==> src/logic/int_exec_consts.svh <==
`ifndef INT_EXEC_CONSTS_SVH
`define INT_EXEC_CONSTS_SVH

// datapath word, RV32I integer registers
`define WORD_WIDTH 32

// instruction address width
`define ADDR_WIDTH 32

// reorder-buffer index, 64 entries
`define ROB_ID_WIDTH 6

// shift amount taken from the low bits of the second operand
`define SHAMT_WIDTH 5

// link address step, no compressed instructions
`define PC_INCR 4

`endif

==> src/logic/int_exec_pkg.sv <==
`include "int_exec_consts.svh"

package int_exec_pkg;

    // plain vector types, sized from the consts header
    typedef logic [`WORD_WIDTH-1:0] word_t; // generic alu word
    typedef logic [`WORD_WIDTH-1:0] reg_data_t; // register-file value
    typedef logic [`WORD_WIDTH-1:0] imm_t; // sign-extended immediate
    typedef logic [`ADDR_WIDTH-1:0] addr_t; // pc / npc
    typedef logic [`ROB_ID_WIDTH-1:0] rob_id_t; // rob entry index
    typedef logic [`SHAMT_WIDTH-1:0] shamt_t; // shift amount

    // one-hot writeback select, msb first
    // [9] sum, [8] sll, [7] srl, [6] sra, [5] sltu,
    // [4] slt, [3] and, [2] or, [1] xor, [0] link
    typedef logic [9:0] dst_sel_t;

    // one-hot branch condition, msb first
    // [5] eq, [4] ne, [3] lt, [2] ge, [1] ltu, [0] geu
    typedef logic [5:0] br_cond_t;

endpackage

==> src/logic/int_exec_ctrl.sv <==
module int_exec_ctrl (
    input  logic                   issue_valid,
    input  logic [2:0]             funct3,
    input  logic                   is_r_type,
    input  logic                   is_i_type,
    input  logic                   is_u_type, // lui / auipc
    input  logic                   is_b_type,
    input  logic                   is_j_type, // jal
    input  logic                   is_sub,
    input  logic                   is_sra_srai,
    input  logic                   is_lui,
    input  logic                   is_jalr,
    output logic                   op1_use_src1,
    output logic                   op1_use_zero,
    output logic                   op2_use_imm,
    output logic                   op2_negate,
    output int_exec_pkg::dst_sel_t dst_sel,
    output int_exec_pkg::br_cond_t br_cond,
    output logic                   npc_lsb_clear,
    output logic                   force_mispred,
    output logic                   dst_valid_next,
    output logic                   br_wb_valid_next
);

    logic [7:0] f3_dec; // funct3 as a one-hot
    logic       alu_en; // funct3 picks the alu op

    assign f3_dec = 8'b1 << funct3;

    // u-type, jal and jalr ignore funct3 so the result select stays one-hot
    assign alu_en = (is_r_type | is_i_type) & ~is_jalr;

    // adder operands
    // R and I (incl. jalr) add to src1, lui adds to zero, the rest to pc
    assign op1_use_src1 = is_r_type | is_i_type;
    assign op1_use_zero = is_u_type & is_lui;
    assign op2_use_imm  = is_i_type; // also steers compare, logic and shift
    assign op2_negate   = is_r_type & is_sub; // sub only

    // result select
    logic sel_sum, sel_sll, sel_srl, sel_sra, sel_sltu;
    logic sel_slt, sel_and, sel_or, sel_xor, sel_link;

    assign sel_sum  = is_u_type | (alu_en & f3_dec[0]); // add/sub/addi, lui, auipc
    assign sel_sll  = alu_en & f3_dec[1];
    assign sel_srl  = alu_en & f3_dec[5] & ~is_sra_srai;
    assign sel_sra  = alu_en & f3_dec[5] & is_sra_srai;
    assign sel_sltu = alu_en & f3_dec[3];
    assign sel_slt  = alu_en & f3_dec[2];
    assign sel_and  = alu_en & f3_dec[7];
    assign sel_or   = alu_en & f3_dec[6];
    assign sel_xor  = alu_en & f3_dec[4];
    assign sel_link = is_j_type | is_jalr; // pc + 4 for both jumps

    assign dst_sel = {sel_sum, sel_sll, sel_srl, sel_sra, sel_sltu,
                      sel_slt, sel_and, sel_or, sel_xor, sel_link};

    // branch condition, zero for anything but B-type
    // beq 000, bne 001, blt 100, bge 101, bltu 110, bgeu 111
    assign br_cond = {6{is_b_type}} &
                     {f3_dec[0], f3_dec[1], f3_dec[4], f3_dec[5], f3_dec[6], f3_dec[7]};

    // jalr target is always a redirect, lsb dropped per spec
    assign npc_lsb_clear = is_jalr;
    assign force_mispred = is_jalr;

    assign dst_valid_next   = issue_valid & ~is_b_type; // branches write no register
    assign br_wb_valid_next = issue_valid & (is_b_type | is_jalr); // jal resolved at fetch

    always_comb begin
        if (dst_valid_next) begin
            assert ($onehot(dst_sel))
                else $error("dst_sel not one-hot for a writing instruction");
        end
        if (issue_valid && is_b_type) begin
            assert ($onehot(br_cond))
                else $error("br_cond not one-hot for an issued branch");
        end
    end

endmodule

==> src/logic/int_adder_cmp.sv <==
`include "int_exec_consts.svh"

module int_adder_cmp (
    input  int_exec_pkg::reg_data_t src1,
    input  int_exec_pkg::reg_data_t src2,
    input  int_exec_pkg::imm_t      imm,
    input  int_exec_pkg::addr_t     pc,
    input  logic                    op1_use_src1,
    input  logic                    op1_use_zero,
    input  logic                    op2_use_imm,
    input  logic                    op2_negate,
    output int_exec_pkg::word_t     sum,
    output int_exec_pkg::addr_t     link,
    output logic                    eq,
    output logic                    ltu,
    output logic                    geu,
    output logic                    lt,
    output logic                    ge
);

    import int_exec_pkg::*;

    word_t add_a;    // src1 | 0 | pc
    word_t add_b;    // imm | src2 | -src2
    word_t neg_src2;
    word_t cmp_b;    // compare operand against src1
    logic  add_imm;

    assign neg_src2 = ~src2 + `WORD_WIDTH'd1; // two's complement for sub

    // first operand
    assign add_a = op1_use_src1 ? src1 :
                   op1_use_zero ? '0 :
                   pc; // auipc, jal and branch target

    // pc- and zero-based forms always add the immediate
    assign add_imm = op2_use_imm | ~op1_use_src1;

    assign add_b = add_imm    ? imm :
                   op2_negate ? neg_src2 :
                   src2;

    assign sum = add_a + add_b;

    // link address for jal / jalr
    assign link = pc + `ADDR_WIDTH'(`PC_INCR);

    // compare src1 against imm for slti/sltiu, src2 for R-type and branches
    assign cmp_b = op2_use_imm ? imm : src2;

    assign eq  = (src1 == cmp_b);
    assign ltu = (src1 < cmp_b);
    assign geu = ~ltu;
    assign lt  = ($signed(src1) < $signed(cmp_b)); // two's complement order
    assign ge  = ~lt;

endmodule

==> src/logic/int_logic_shift.sv <==
`include "int_exec_consts.svh"

module int_logic_shift (
    input  int_exec_pkg::reg_data_t src1,
    input  int_exec_pkg::reg_data_t src2,
    input  int_exec_pkg::imm_t      imm,
    input  logic                    op2_use_imm,
    output int_exec_pkg::word_t     and_out,
    output int_exec_pkg::word_t     or_out,
    output int_exec_pkg::word_t     xor_out,
    output int_exec_pkg::word_t     sll_out,
    output int_exec_pkg::word_t     srl_out,
    output int_exec_pkg::word_t     sra_out
);

    import int_exec_pkg::*;

    word_t  op_b;  // imm for I-type, src2 for R-type
    shamt_t shamt;

    assign op_b = op2_use_imm ? imm : src2;

    // only the low bits shift, upper imm bits carry the srai marker
    assign shamt = op_b[`SHAMT_WIDTH-1:0];

    // bitwise ops
    assign and_out = src1 & op_b;
    assign or_out  = src1 | op_b;
    assign xor_out = src1 ^ op_b;

    // shifts
    assign sll_out = src1 << shamt;
    assign srl_out = src1 >> shamt; // zero fill

    // sign fill from src1 msb
    assign sra_out = $signed(src1) >>> shamt;

endmodule

==> src/logic/int_branch_resolve.sv <==
module int_branch_resolve (
    input  int_exec_pkg::br_cond_t br_cond,
    input  logic                   eq,
    input  logic                   lt,
    input  logic                   ge,
    input  logic                   ltu,
    input  logic                   geu,
    input  int_exec_pkg::word_t    sum,           // pc + imm or src1 + imm
    input  logic                   npc_lsb_clear, // jalr
    input  logic                   force_mispred, // jalr
    input  logic                   br_dir_pred,   // 1 = predicted taken
    output logic                   br_taken,
    output int_exec_pkg::addr_t    npc,
    output logic                   mispred
);

    import int_exec_pkg::*;

    br_cond_t cond_met; // each condition evaluated in parallel

    // same bit order as br_cond
    assign cond_met = {eq,  // beq
                       ~eq, // bne
                       lt,  // blt
                       ge,  // bge
                       ltu, // bltu
                       geu}; // bgeu

    // one-hot and-or pick, zero when no branch condition is selected
    assign br_taken = |(br_cond & cond_met);

    // branch target or jalr target
    // jalr drops bit 0, branch targets are already even
    assign npc = {sum[$bits(addr_t)-1:1], sum[0] & ~npc_lsb_clear};

    // direction mismatch, or any jalr since its target is never predicted here
    assign mispred = (br_dir_pred ^ br_taken) | force_mispred;

endmodule

==> src/logic/int_result_stage.sv <==
`include "int_exec_consts.svh"

module int_result_stage (
    input  logic                    clk,
    input  logic                    reset,
    input  logic                    issue_valid,
    input  int_exec_pkg::dst_sel_t  dst_sel,
    input  int_exec_pkg::word_t     sum,
    input  int_exec_pkg::addr_t     link,
    input  logic                    ltu,
    input  logic                    lt,
    input  int_exec_pkg::word_t     and_out,
    input  int_exec_pkg::word_t     or_out,
    input  int_exec_pkg::word_t     xor_out,
    input  int_exec_pkg::word_t     sll_out,
    input  int_exec_pkg::word_t     srl_out,
    input  int_exec_pkg::word_t     sra_out,
    input  int_exec_pkg::addr_t     npc,
    input  logic                    mispred,
    input  logic                    dst_valid_next,
    input  logic                    br_wb_valid_next,
    input  int_exec_pkg::rob_id_t   instr_rob_id_in,
    output logic                    wb_valid,
    output logic                    dst_valid,
    output int_exec_pkg::reg_data_t dst,
    output logic                    br_wb_valid,
    output int_exec_pkg::addr_t     npc_out,
    output logic                    br_mispred,
    output int_exec_pkg::rob_id_t   instr_rob_id_out
);

    import int_exec_pkg::*;

    word_t ltu_ext; // sltu / sltiu result
    word_t lt_ext;  // slt / slti result
    word_t dst_next;

    assign ltu_ext = {{(`WORD_WIDTH-1){1'b0}}, ltu};
    assign lt_ext  = {{(`WORD_WIDTH-1){1'b0}}, lt};

    // and-or mux that relies on a one-hot dst_sel
    assign dst_next = ({`WORD_WIDTH{dst_sel[9]}} & sum)
                    | ({`WORD_WIDTH{dst_sel[8]}} & sll_out)
                    | ({`WORD_WIDTH{dst_sel[7]}} & srl_out)
                    | ({`WORD_WIDTH{dst_sel[6]}} & sra_out)
                    | ({`WORD_WIDTH{dst_sel[5]}} & ltu_ext)
                    | ({`WORD_WIDTH{dst_sel[4]}} & lt_ext)
                    | ({`WORD_WIDTH{dst_sel[3]}} & and_out)
                    | ({`WORD_WIDTH{dst_sel[2]}} & or_out)
                    | ({`WORD_WIDTH{dst_sel[1]}} & xor_out)
                    | ({`WORD_WIDTH{dst_sel[0]}} & link);

    // writeback control
    always_ff @(posedge clk) begin
        if (reset) begin
            wb_valid    <= 1'b0;
            dst_valid   <= 1'b0;
            br_wb_valid <= 1'b0;
            br_mispred  <= 1'b0;
        end else begin
            wb_valid    <= issue_valid;
            dst_valid   <= dst_valid_next;
            br_wb_valid <= br_wb_valid_next;
            br_mispred  <= br_wb_valid_next & mispred; // low unless resolving
        end
    end

    // payload registers qualified by the valids above
    always_ff @(posedge clk) begin
        dst              <= dst_next;
        npc_out          <= npc;
        instr_rob_id_out <= instr_rob_id_in;
    end

    // rob writes only ride along with a writeback slot
    a_valids_need_wb: assert property (@(posedge clk) disable iff (reset)
        (dst_valid || br_wb_valid) |-> wb_valid)
        else $error("dst_valid or br_wb_valid without wb_valid");

endmodule

==> src/logic/int_execute_unit.sv <==
module int_execute_unit (
    input  logic                    clk,
    input  logic                    reset,
    input  logic                    issue_valid,
    input  int_exec_pkg::reg_data_t src1,
    input  int_exec_pkg::reg_data_t src2,
    input  int_exec_pkg::imm_t      imm,
    input  int_exec_pkg::addr_t     pc,
    input  logic [2:0]              funct3,
    input  logic                    is_r_type,
    input  logic                    is_i_type,
    input  logic                    is_u_type,
    input  logic                    is_b_type,
    input  logic                    is_j_type,
    input  logic                    is_sub,
    input  logic                    is_sra_srai,
    input  logic                    is_lui,
    input  logic                    is_jalr,
    input  int_exec_pkg::rob_id_t   instr_rob_id_in,
    input  logic                    br_dir_pred,
    output logic                    wb_valid,
    output int_exec_pkg::rob_id_t   instr_rob_id_out,
    output logic                    dst_valid,
    output int_exec_pkg::reg_data_t dst,
    output logic                    br_wb_valid,
    output int_exec_pkg::addr_t     npc,
    output logic                    br_mispred
);

    import int_exec_pkg::*;

    // control to datapath
    logic     op1_use_src1, op1_use_zero, op2_use_imm, op2_negate;
    dst_sel_t dst_sel;
    br_cond_t br_cond;
    logic     npc_lsb_clear, force_mispred;
    logic     dst_valid_next, br_wb_valid_next;

    // datapath results
    word_t sum;
    addr_t link;
    logic  eq, ltu, geu, lt, ge;
    word_t and_out, or_out, xor_out, sll_out, srl_out, sra_out;
    addr_t npc_next;
    logic  mispred;

    int_exec_ctrl i_ctrl (
        .issue_valid(issue_valid), .funct3(funct3),
        .is_r_type(is_r_type), .is_i_type(is_i_type), .is_u_type(is_u_type),
        .is_b_type(is_b_type), .is_j_type(is_j_type), .is_sub(is_sub),
        .is_sra_srai(is_sra_srai), .is_lui(is_lui), .is_jalr(is_jalr),
        .op1_use_src1(op1_use_src1), .op1_use_zero(op1_use_zero),
        .op2_use_imm(op2_use_imm), .op2_negate(op2_negate),
        .dst_sel(dst_sel), .br_cond(br_cond),
        .npc_lsb_clear(npc_lsb_clear), .force_mispred(force_mispred),
        .dst_valid_next(dst_valid_next), .br_wb_valid_next(br_wb_valid_next)
    );

    int_adder_cmp i_adder_cmp (
        .src1(src1), .src2(src2), .imm(imm), .pc(pc),
        .op1_use_src1(op1_use_src1), .op1_use_zero(op1_use_zero),
        .op2_use_imm(op2_use_imm), .op2_negate(op2_negate),
        .sum(sum), .link(link),
        .eq(eq), .ltu(ltu), .geu(geu), .lt(lt), .ge(ge)
    );

    int_logic_shift i_logic_shift (
        .src1(src1), .src2(src2), .imm(imm), .op2_use_imm(op2_use_imm),
        .and_out(and_out), .or_out(or_out), .xor_out(xor_out),
        .sll_out(sll_out), .srl_out(srl_out), .sra_out(sra_out)
    );

    // taken bit itself stays local, the rob only needs mispred
    int_branch_resolve i_branch_resolve (
        .br_cond(br_cond), .eq(eq), .lt(lt), .ge(ge), .ltu(ltu), .geu(geu),
        .sum(sum), .npc_lsb_clear(npc_lsb_clear), .force_mispred(force_mispred),
        .br_dir_pred(br_dir_pred), .br_taken(), .npc(npc_next), .mispred(mispred)
    );

    int_result_stage i_result_stage (
        .clk(clk), .reset(reset), .issue_valid(issue_valid), .dst_sel(dst_sel),
        .sum(sum), .link(link), .ltu(ltu), .lt(lt),
        .and_out(and_out), .or_out(or_out), .xor_out(xor_out),
        .sll_out(sll_out), .srl_out(srl_out), .sra_out(sra_out),
        .npc(npc_next), .mispred(mispred),
        .dst_valid_next(dst_valid_next), .br_wb_valid_next(br_wb_valid_next),
        .instr_rob_id_in(instr_rob_id_in),
        .wb_valid(wb_valid), .dst_valid(dst_valid), .dst(dst),
        .br_wb_valid(br_wb_valid), .npc_out(npc), .br_mispred(br_mispred),
        .instr_rob_id_out(instr_rob_id_out)
    );

    // a resolving conditional branch must reach branch_resolve with a condition
    a_branch_has_cond: assert property (@(posedge clk) disable iff (reset)
        (br_wb_valid_next && !force_mispred) |-> (br_cond != '0))
        else $error("resolving branch with no condition selected");

endmodule

==> config.mk <==
export PLATFORM = sky130hd
export DESIGN_NAME = int_execute_unit
export DESIGN_NICKNAME = d
export VERILOG_FILES = /design/src/logic/int_exec_pkg.sv /design/src/logic/int_exec_ctrl.sv /design/src/logic/int_adder_cmp.sv /design/src/logic/int_logic_shift.sv /design/src/logic/int_branch_resolve.sv /design/src/logic/int_result_stage.sv /design/src/logic/int_execute_unit.sv
export VERILOG_INCLUDE_DIRS = /design/src /design/src/logic
export SDC_FILE = /design/constraint.sdc
export NUM_CORES = 1
export LEC_CHECK = 0
export ABC_CLOCK_PERIOD_IN_PS = 5800
export BUFFER_PORTS_ARGS = -buffer_cell sky130_fd_sc_hd__buf_2
export CAP_MARGIN = 20
export CORE_ASPECT_RATIO = 2
export CORE_UTILIZATION = 35
export CTS_CLUSTER_SIZE = 12
export DETAILED_ROUTE_END_ITERATION = 6
export HOLD_SLACK_MARGIN = 0.08
export PLACE_DENSITY = 0.65
export SLEW_MARGIN = 5
export SYNTH_ARGS = -nofsm -noshare
export SYNTH_HDL_FRONTEND = slang
export SYNTH_HIERARCHICAL = 1
export SYNTH_SLANG_ARGS = --single-unit
==> constraint.sdc <==
create_clock -name clk -period 5.8 [get_ports clk]
set_input_delay 0.29 -clock clk [delete_from_list [all_inputs] [get_ports clk]]
set_output_delay 0.29 -clock clk [all_outputs]
set_load 0.02 [all_outputs]
[Word level (Yosys, flattened, before mapping)]
Index checks and enable logic that the tools add are counted.
Word-level totals
  register bits after elaboration: 74
  input port bits: 150
  output and inout bits: 74
  logic and storage cells: 79
Cells by class
  add/subtract/negate cells: 3
  magnitude comparators: 2
  equal/unequal tests: 1
  shift operators: 4
  mux-type cells: 5
  bitwise gates (word level): 56
  reductions and logical operators: 1
Operators with widths (number)
  $or 32x32->32: 10
  $and 32x32->32: 9
  $mux 32: 5
  $and 32x1->32: 2
  $lt 32x32->1: 2
  $add 32x1->32 const B: 1
  $add 32x3->32 const B: 1
  $add 32x32->32: 1
  $eq 32x32->1: 1
  $not 32->32: 1
  $shl 32x5->32: 1
  $shr 32x5->32: 1
  $sshr 32x5->32: 1
  $xor 32x32->32: 1
  $and 1x1->1: 17
  $and 6x6->6: 2
  $shl 1x3->8 const A: 1
  $not 1->1: 7
  $or 1x1->1: 6
  $reduce_or 6->1: 1
  $xor 1x1->1: 1

[Depth between registers and ports, before layout]
  depth after elaboration: 15
  gate-level depth with buffers: 20
  mapped depth without buffers: 19

[By module]
Netlist, hierarchy kept.
By module, submodules not included
  int_logic_shift: instances 1, cells each 729, area each 5416.4 µm², sequential area each 0.0 µm²
  int_adder_cmp: instances 1, cells each 710, area each 4867.2 µm², sequential area each 0.0 µm²
  int_result_stage: instances 1, cells each 263, area each 2803.9 µm², sequential area each 1481.4 µm²
  int_branch_resolve: instances 1, cells each 39, area each 289.0 µm², sequential area each 0.0 µm²
  int_exec_ctrl: instances 1, cells each 43, area each 277.8 µm², sequential area each 0.0 µm²

[Worst setup path after synthesis]
Ideal clock, no wire load.
  path kind: in2reg
  start point: input src2[9]
  end point: register i_result_stage.dst[28]
  setup time: 64 ps
  data arrival time: 4061 ps
  required time: 5736 ps
  setup slack: 1675 ps
  cell stages on the path: 16
  path buffers: 0
  path through: or4_4 -> or4_4 -> or4_4 -> nand2b_4 -> o21ai_0 -> xor2_1 -> o21ai_1 -> ha_1 -> a21o_1 -> a21oi_1 -> o21ai_0 -> a31o_2 -> mux2_2 -> a211oi_1 -> a22oi_1 -> nand4_1
Between the ends
  cells in the longest elaborated chain, start to end: 15
Ends and longest elaborated chain
  start, declared: RTL line int_execute_unit.sv:6  | input int_exec_pkg::reg_data_t src2,
  $not 32->32: RTL line int_adder_cmp.sv:29  | assign neg_src2 = ~src2 + `WORD_WIDTH'd1;
  $add 32x1->32: RTL line int_adder_cmp.sv:29
  $mux 32 (*): RTL line int_adder_cmp.sv:40  | op2_negate ? neg_src2 :
  $mux 32 (*): RTL line int_adder_cmp.sv:39  | assign add_b = add_imm ? imm :
  $add 32x32->32 (*): RTL line int_adder_cmp.sv:43  | assign sum = add_a + add_b;
  via sum[28]: RTL line int_execute_unit.sv:40  | word_t sum;
  $and 32x32->32 (*): RTL line int_result_stage.sv:42  | assign dst_next = ({`WORD_WIDTH{dst_sel[9]}} & sum)
  $or 32x32->32 (*) (9 in a row): RTL line int_result_stage.sv:42
  via i_result_stage.dst_next[28]: RTL line int_result_stage.sv:36  | word_t dst_next;
  end signal, assigned: RTL line int_result_stage.sv:70  | dst <= dst_next;
  end, declared: RTL line int_result_stage.sv:25  | output int_exec_pkg::reg_data_t dst,
Mark *: on every way through the listed nets, which the timed path passes. The rest lies on a longest branch.
A chain may end at the register's enable or synchronous reset.

[Worst setup path after layout]
  start point: input src2[5]
  end point: register i_result_stage.dst[28]
Same word-level chain as after synthesis.

==> flow_summary.json <==
{
  "die_x_um": 141.7,
  "areaGrowthSynthToFinish_pct": 12.77,
  "place_congestion": 1.029,
  "crit_required_ns": 6.12,
  "std_cell_rows": 102,
  "cellPowerDensity_mw_per_mm2": 222.0,
  "layout-drive-gt1-share_pct": 18.99,
  "cp_slowest_cell": "nor4_1",
  "setup_viol_count_final": 0,
  "wl_um": 71460,
  "grt_pass1_wl_um": 101700,
  "synth_top_area_share_pct": 12.65,
  "worstSetupPathType": "in -> reg",
  "worstPathArrival_ns": 5.18,
  "max_slew_margin_pct": 23.83,
  "nFillCells": 4165,
  "fmax_ghz": 0.2057,
  "coreArea_mm2": 0.03854,
  "grt_max_degree": 57,
  "cts_buffers": 9,
  "cts_sinks": 74,
  "netlist_area_mm2": 0.01365,
  "drv_cap": 0,
  "rsz0062_at_grt": "false",
  "num_io_pins": 224,
  "drc": 5,
  "slowest_delay_ns": 0.66,
  "clock_tree.buffer_depth": 2,
  "place_area_mm2": 0.01501,
  "switching_share_pct": 49.71,
  "p_leak_nw": 7.129,
  "synth_edf_count": 0,
  "synth_top_flop_cell": "dfxtp_1",
  "first_iter_violations": 1214,
  "synth_top_area_cell": "ha_1",
  "final-hold-violation-count": 0,
  "syn-num-nets": 2073,
  "p_int_mw": 1.719,
  "crit_start": "src2[5]",
  "failed_checks": "design-rule violations",
  "tightestPinTransition_ns": 1.143,
  "cp-end-kind": "register",
  "hold_path_class": "in -> reg",
  "groute.usage.overall_pct": 35.59,
  "dieArea_mm2": 0.03985,
  "synth-seq-cells": 74,
  "cp-start-kind": "primary input",
  "initial_core_util_pct": 35.43,
  "switchingPower_mw": 1.699,
  "cts_root_buffer": "clkbuf_16",
  "p_seq_share_pct": 20.5,
  "ys_types": 87,
  "drv_slew": 0,
  "stdcell_area_mm2": 0.01540,
  "tns_ns": 0,
  "regArea_mm2": 0.001481,
  "path_cells": "buf_2 -> nor4_1 -> nand2_1 -> or4_4 -> nand2b_4 -> o21ai_0 -> xor2_1 -> o21ai_1 -> ha_1 -> a21o_1 -> a21oi_1 -> o21ai_0 -> a31o_2 -> mux2_2 -> a211oi_1 -> a22oi_1 -> nand4_1",
  "mostFrequentLayoutCells": "buf_2 (222), nand2_1 (173), mux2i_1 (153)",
  "cts_tree": "built",
  "grt_overflow_total": 0,
  "yosys_warnings": 6,
  "crit_path_end": "i_result_stage/dst[28]",
  "antenna_found_initial": 2,
  "synth_area_leaders": "ha_1 (13%), mux2i_1 (11%), dfxtp_1 (11%)",
  "synth_area_per_cell_um2": 7.654,
  "crit_fanout": 6,
  "routedWlPerCell_um": 29.25,
  "fin_nets": 2206,
  "max-vdd-ir-drop_uv": 155.4,
  "seq_area_frac_synth_pct": 10.85,
  "viasPerCell": 6.201,
  "run_status": "complete, but fails checks",
  "portBuffers": 223,
  "netlist_instances": 1784,
  "drt-pass1-iter-count": 7,
  "post-route-period-util_pct": 83.81,
  "combPwrFrac_pct": 60.0,
  "vias": 15150,
  "postSynth.asyncResetShare_pct": 0,
  "multi_input_area_mm2": 0.01092,
  "post_cts_buffers": 0,
  "path_clk_slew_ns": 0.07,
  "die_h_um": 281.3,
  "dpl.hpwl_um": 57530,
  "p_clk_share_pct": 19.5,
  "htree_levels": 3,
  "final_common_cell": "buf_2",
  "crit_top_cell": "o21ai_0",
  "finalCriticalPeriod_ns": 4.861,
  "grt_pass1_vias": 14970,
  "antenna_left": 0
}
==> through the flow <==
step | cells | hold WS, ns | setup WS, ns | total power [mW] | util [%]
after global placement | 2420 | 0.3928 | 0.8545 | 2.690 | 38.93
after floorplan | 1784 | 0.3177 | 1.675 | 1.986 | -
after global routing | 2443 | 0.1065 | 0.9044 | 3.554 | 39.95
final | 2443 | 0.1009 | 0.9390 | 3.419 | 39.95
after detailed placement | 2420 | 0.3941 | 0.7060 | 2.686 | 38.93
after CTS | 2442 | 0.08076 | 1.074 | 3.375 | 39.95
==> worst max-delay path, delay by kind of cell <==
family                     cells  cell delay, ns
buffers and inverters          1            0.15
and+or+nand+nor                5            1.98
AOI/OAI and AO/OA              8            1.91
muxes                          1            0.26
adders and majority gates      1            0.36
xor gates and xnor gates       1            0.20
==> sequential cells by signal (all words and copies together), names as in the netlist <==
signal / count
i_result_stage/br_mispred: 1
i_result_stage/npc_out: 32
i_result_stage/wb_valid: 1
i_result_stage/dst: 32
i_result_stage/instr_rob_id_out: 6
i_result_stage/br_wb_valid: 1
i_result_stage/dst_valid: 1
==> Yosys cell counts (12+ instances only) <==
master and instances:
o31ai_1 12, dfxtp_1 74, a211oi_1 14, buf_4 51, o21ai_0 95, nor2b_1 13, nand2b_1 36, mux2i_1 155
o211ai_1 15, o21ai_1 20, mux4_2 16, xor2_1 44, nor2_1 87, a21o_1 37, a22oi_1 148, xnor2_1 41
inv_1 112, a21oi_1 83, nand3_1 30, clkbuf_1 50, nand4_1 54, buf_2 34, nand2_1 173, and3_1 17
ha_1 138, nor3_1 19
==> layout make-up <==
type                       count  share of cell area, %
antenna                        1                0.01625
clock buffer                  12                  1.666
tap                          520                  4.225
timing repair buffer         279                  10.25
multi-input combinational   1437                  70.89
clock inverter                 4                 0.4794
sequential                    74                  9.621
inverter                     116                  2.844
==> kinds of logic (layout without fill, tap and decap cells) <==
family                     after synthesis  count (layout)  synth area share (%)
muxes                                  186             186                 15.80
buffers and inverters                  273             411                 9.869
other                                    0               1                     0
and+or+nand+nor                        481             481                 17.27
xor gates and xnor gates                85              85                 5.452
AOI/OAI and AO/OA                      546             546                 27.97
DFF                                     74              74                 10.85
adders and majority gates              139             139                 12.79
==> power by group through the flow <==
stage	logic (mW)	registers, mW	clock network [mW]
2_1_floorplan	1.13	0.856	0
3_3_place_gp	1.98	0.714	0
3_5_place_dp	1.98	0.709	0
4_1_cts	1.99	0.701	0.685
5_1_grt	2.15	0.709	0.699
6_report	2.05	0.702	0.665
==> worst min path at each step <==
stage | start | end | slack, ns | cells after the start
global placement | instr_rob_id_in[2] | i_result_stage/instr_rob_id_out[2] | 0.39 | 1
finish | reset | i_result_stage/wb_valid | 0.10 | 2
global route | reset | i_result_stage/dst_valid | 0.11 | 2
CTS | reset | i_result_stage/wb_valid | 0.08 | 2
detailed placement | instr_rob_id_in[4] | i_result_stage/instr_rob_id_out[4] | 0.39 | 1
floorplan | instr_rob_id_in[0] | i_result_stage/instr_rob_id_out[0] | 0.32 | 0
==> timing repair <==
item | 4_1_cts | 5_1_grt
endpoints found under the hold margin | 6 | 0
hold buffers | 6 | 0
gates resized for setup | 0 | 0
==> layer usage <==
metal	up-vias	part of all wire, %	GRT usage (%)
met1	7293	35	36.53
met4	0	10	32.04
li1	6823	-	-
met3	275	5.3	4.501
met2	759	50	62.76
met5	-	0	0
Power figures use the tool's default switching activity.
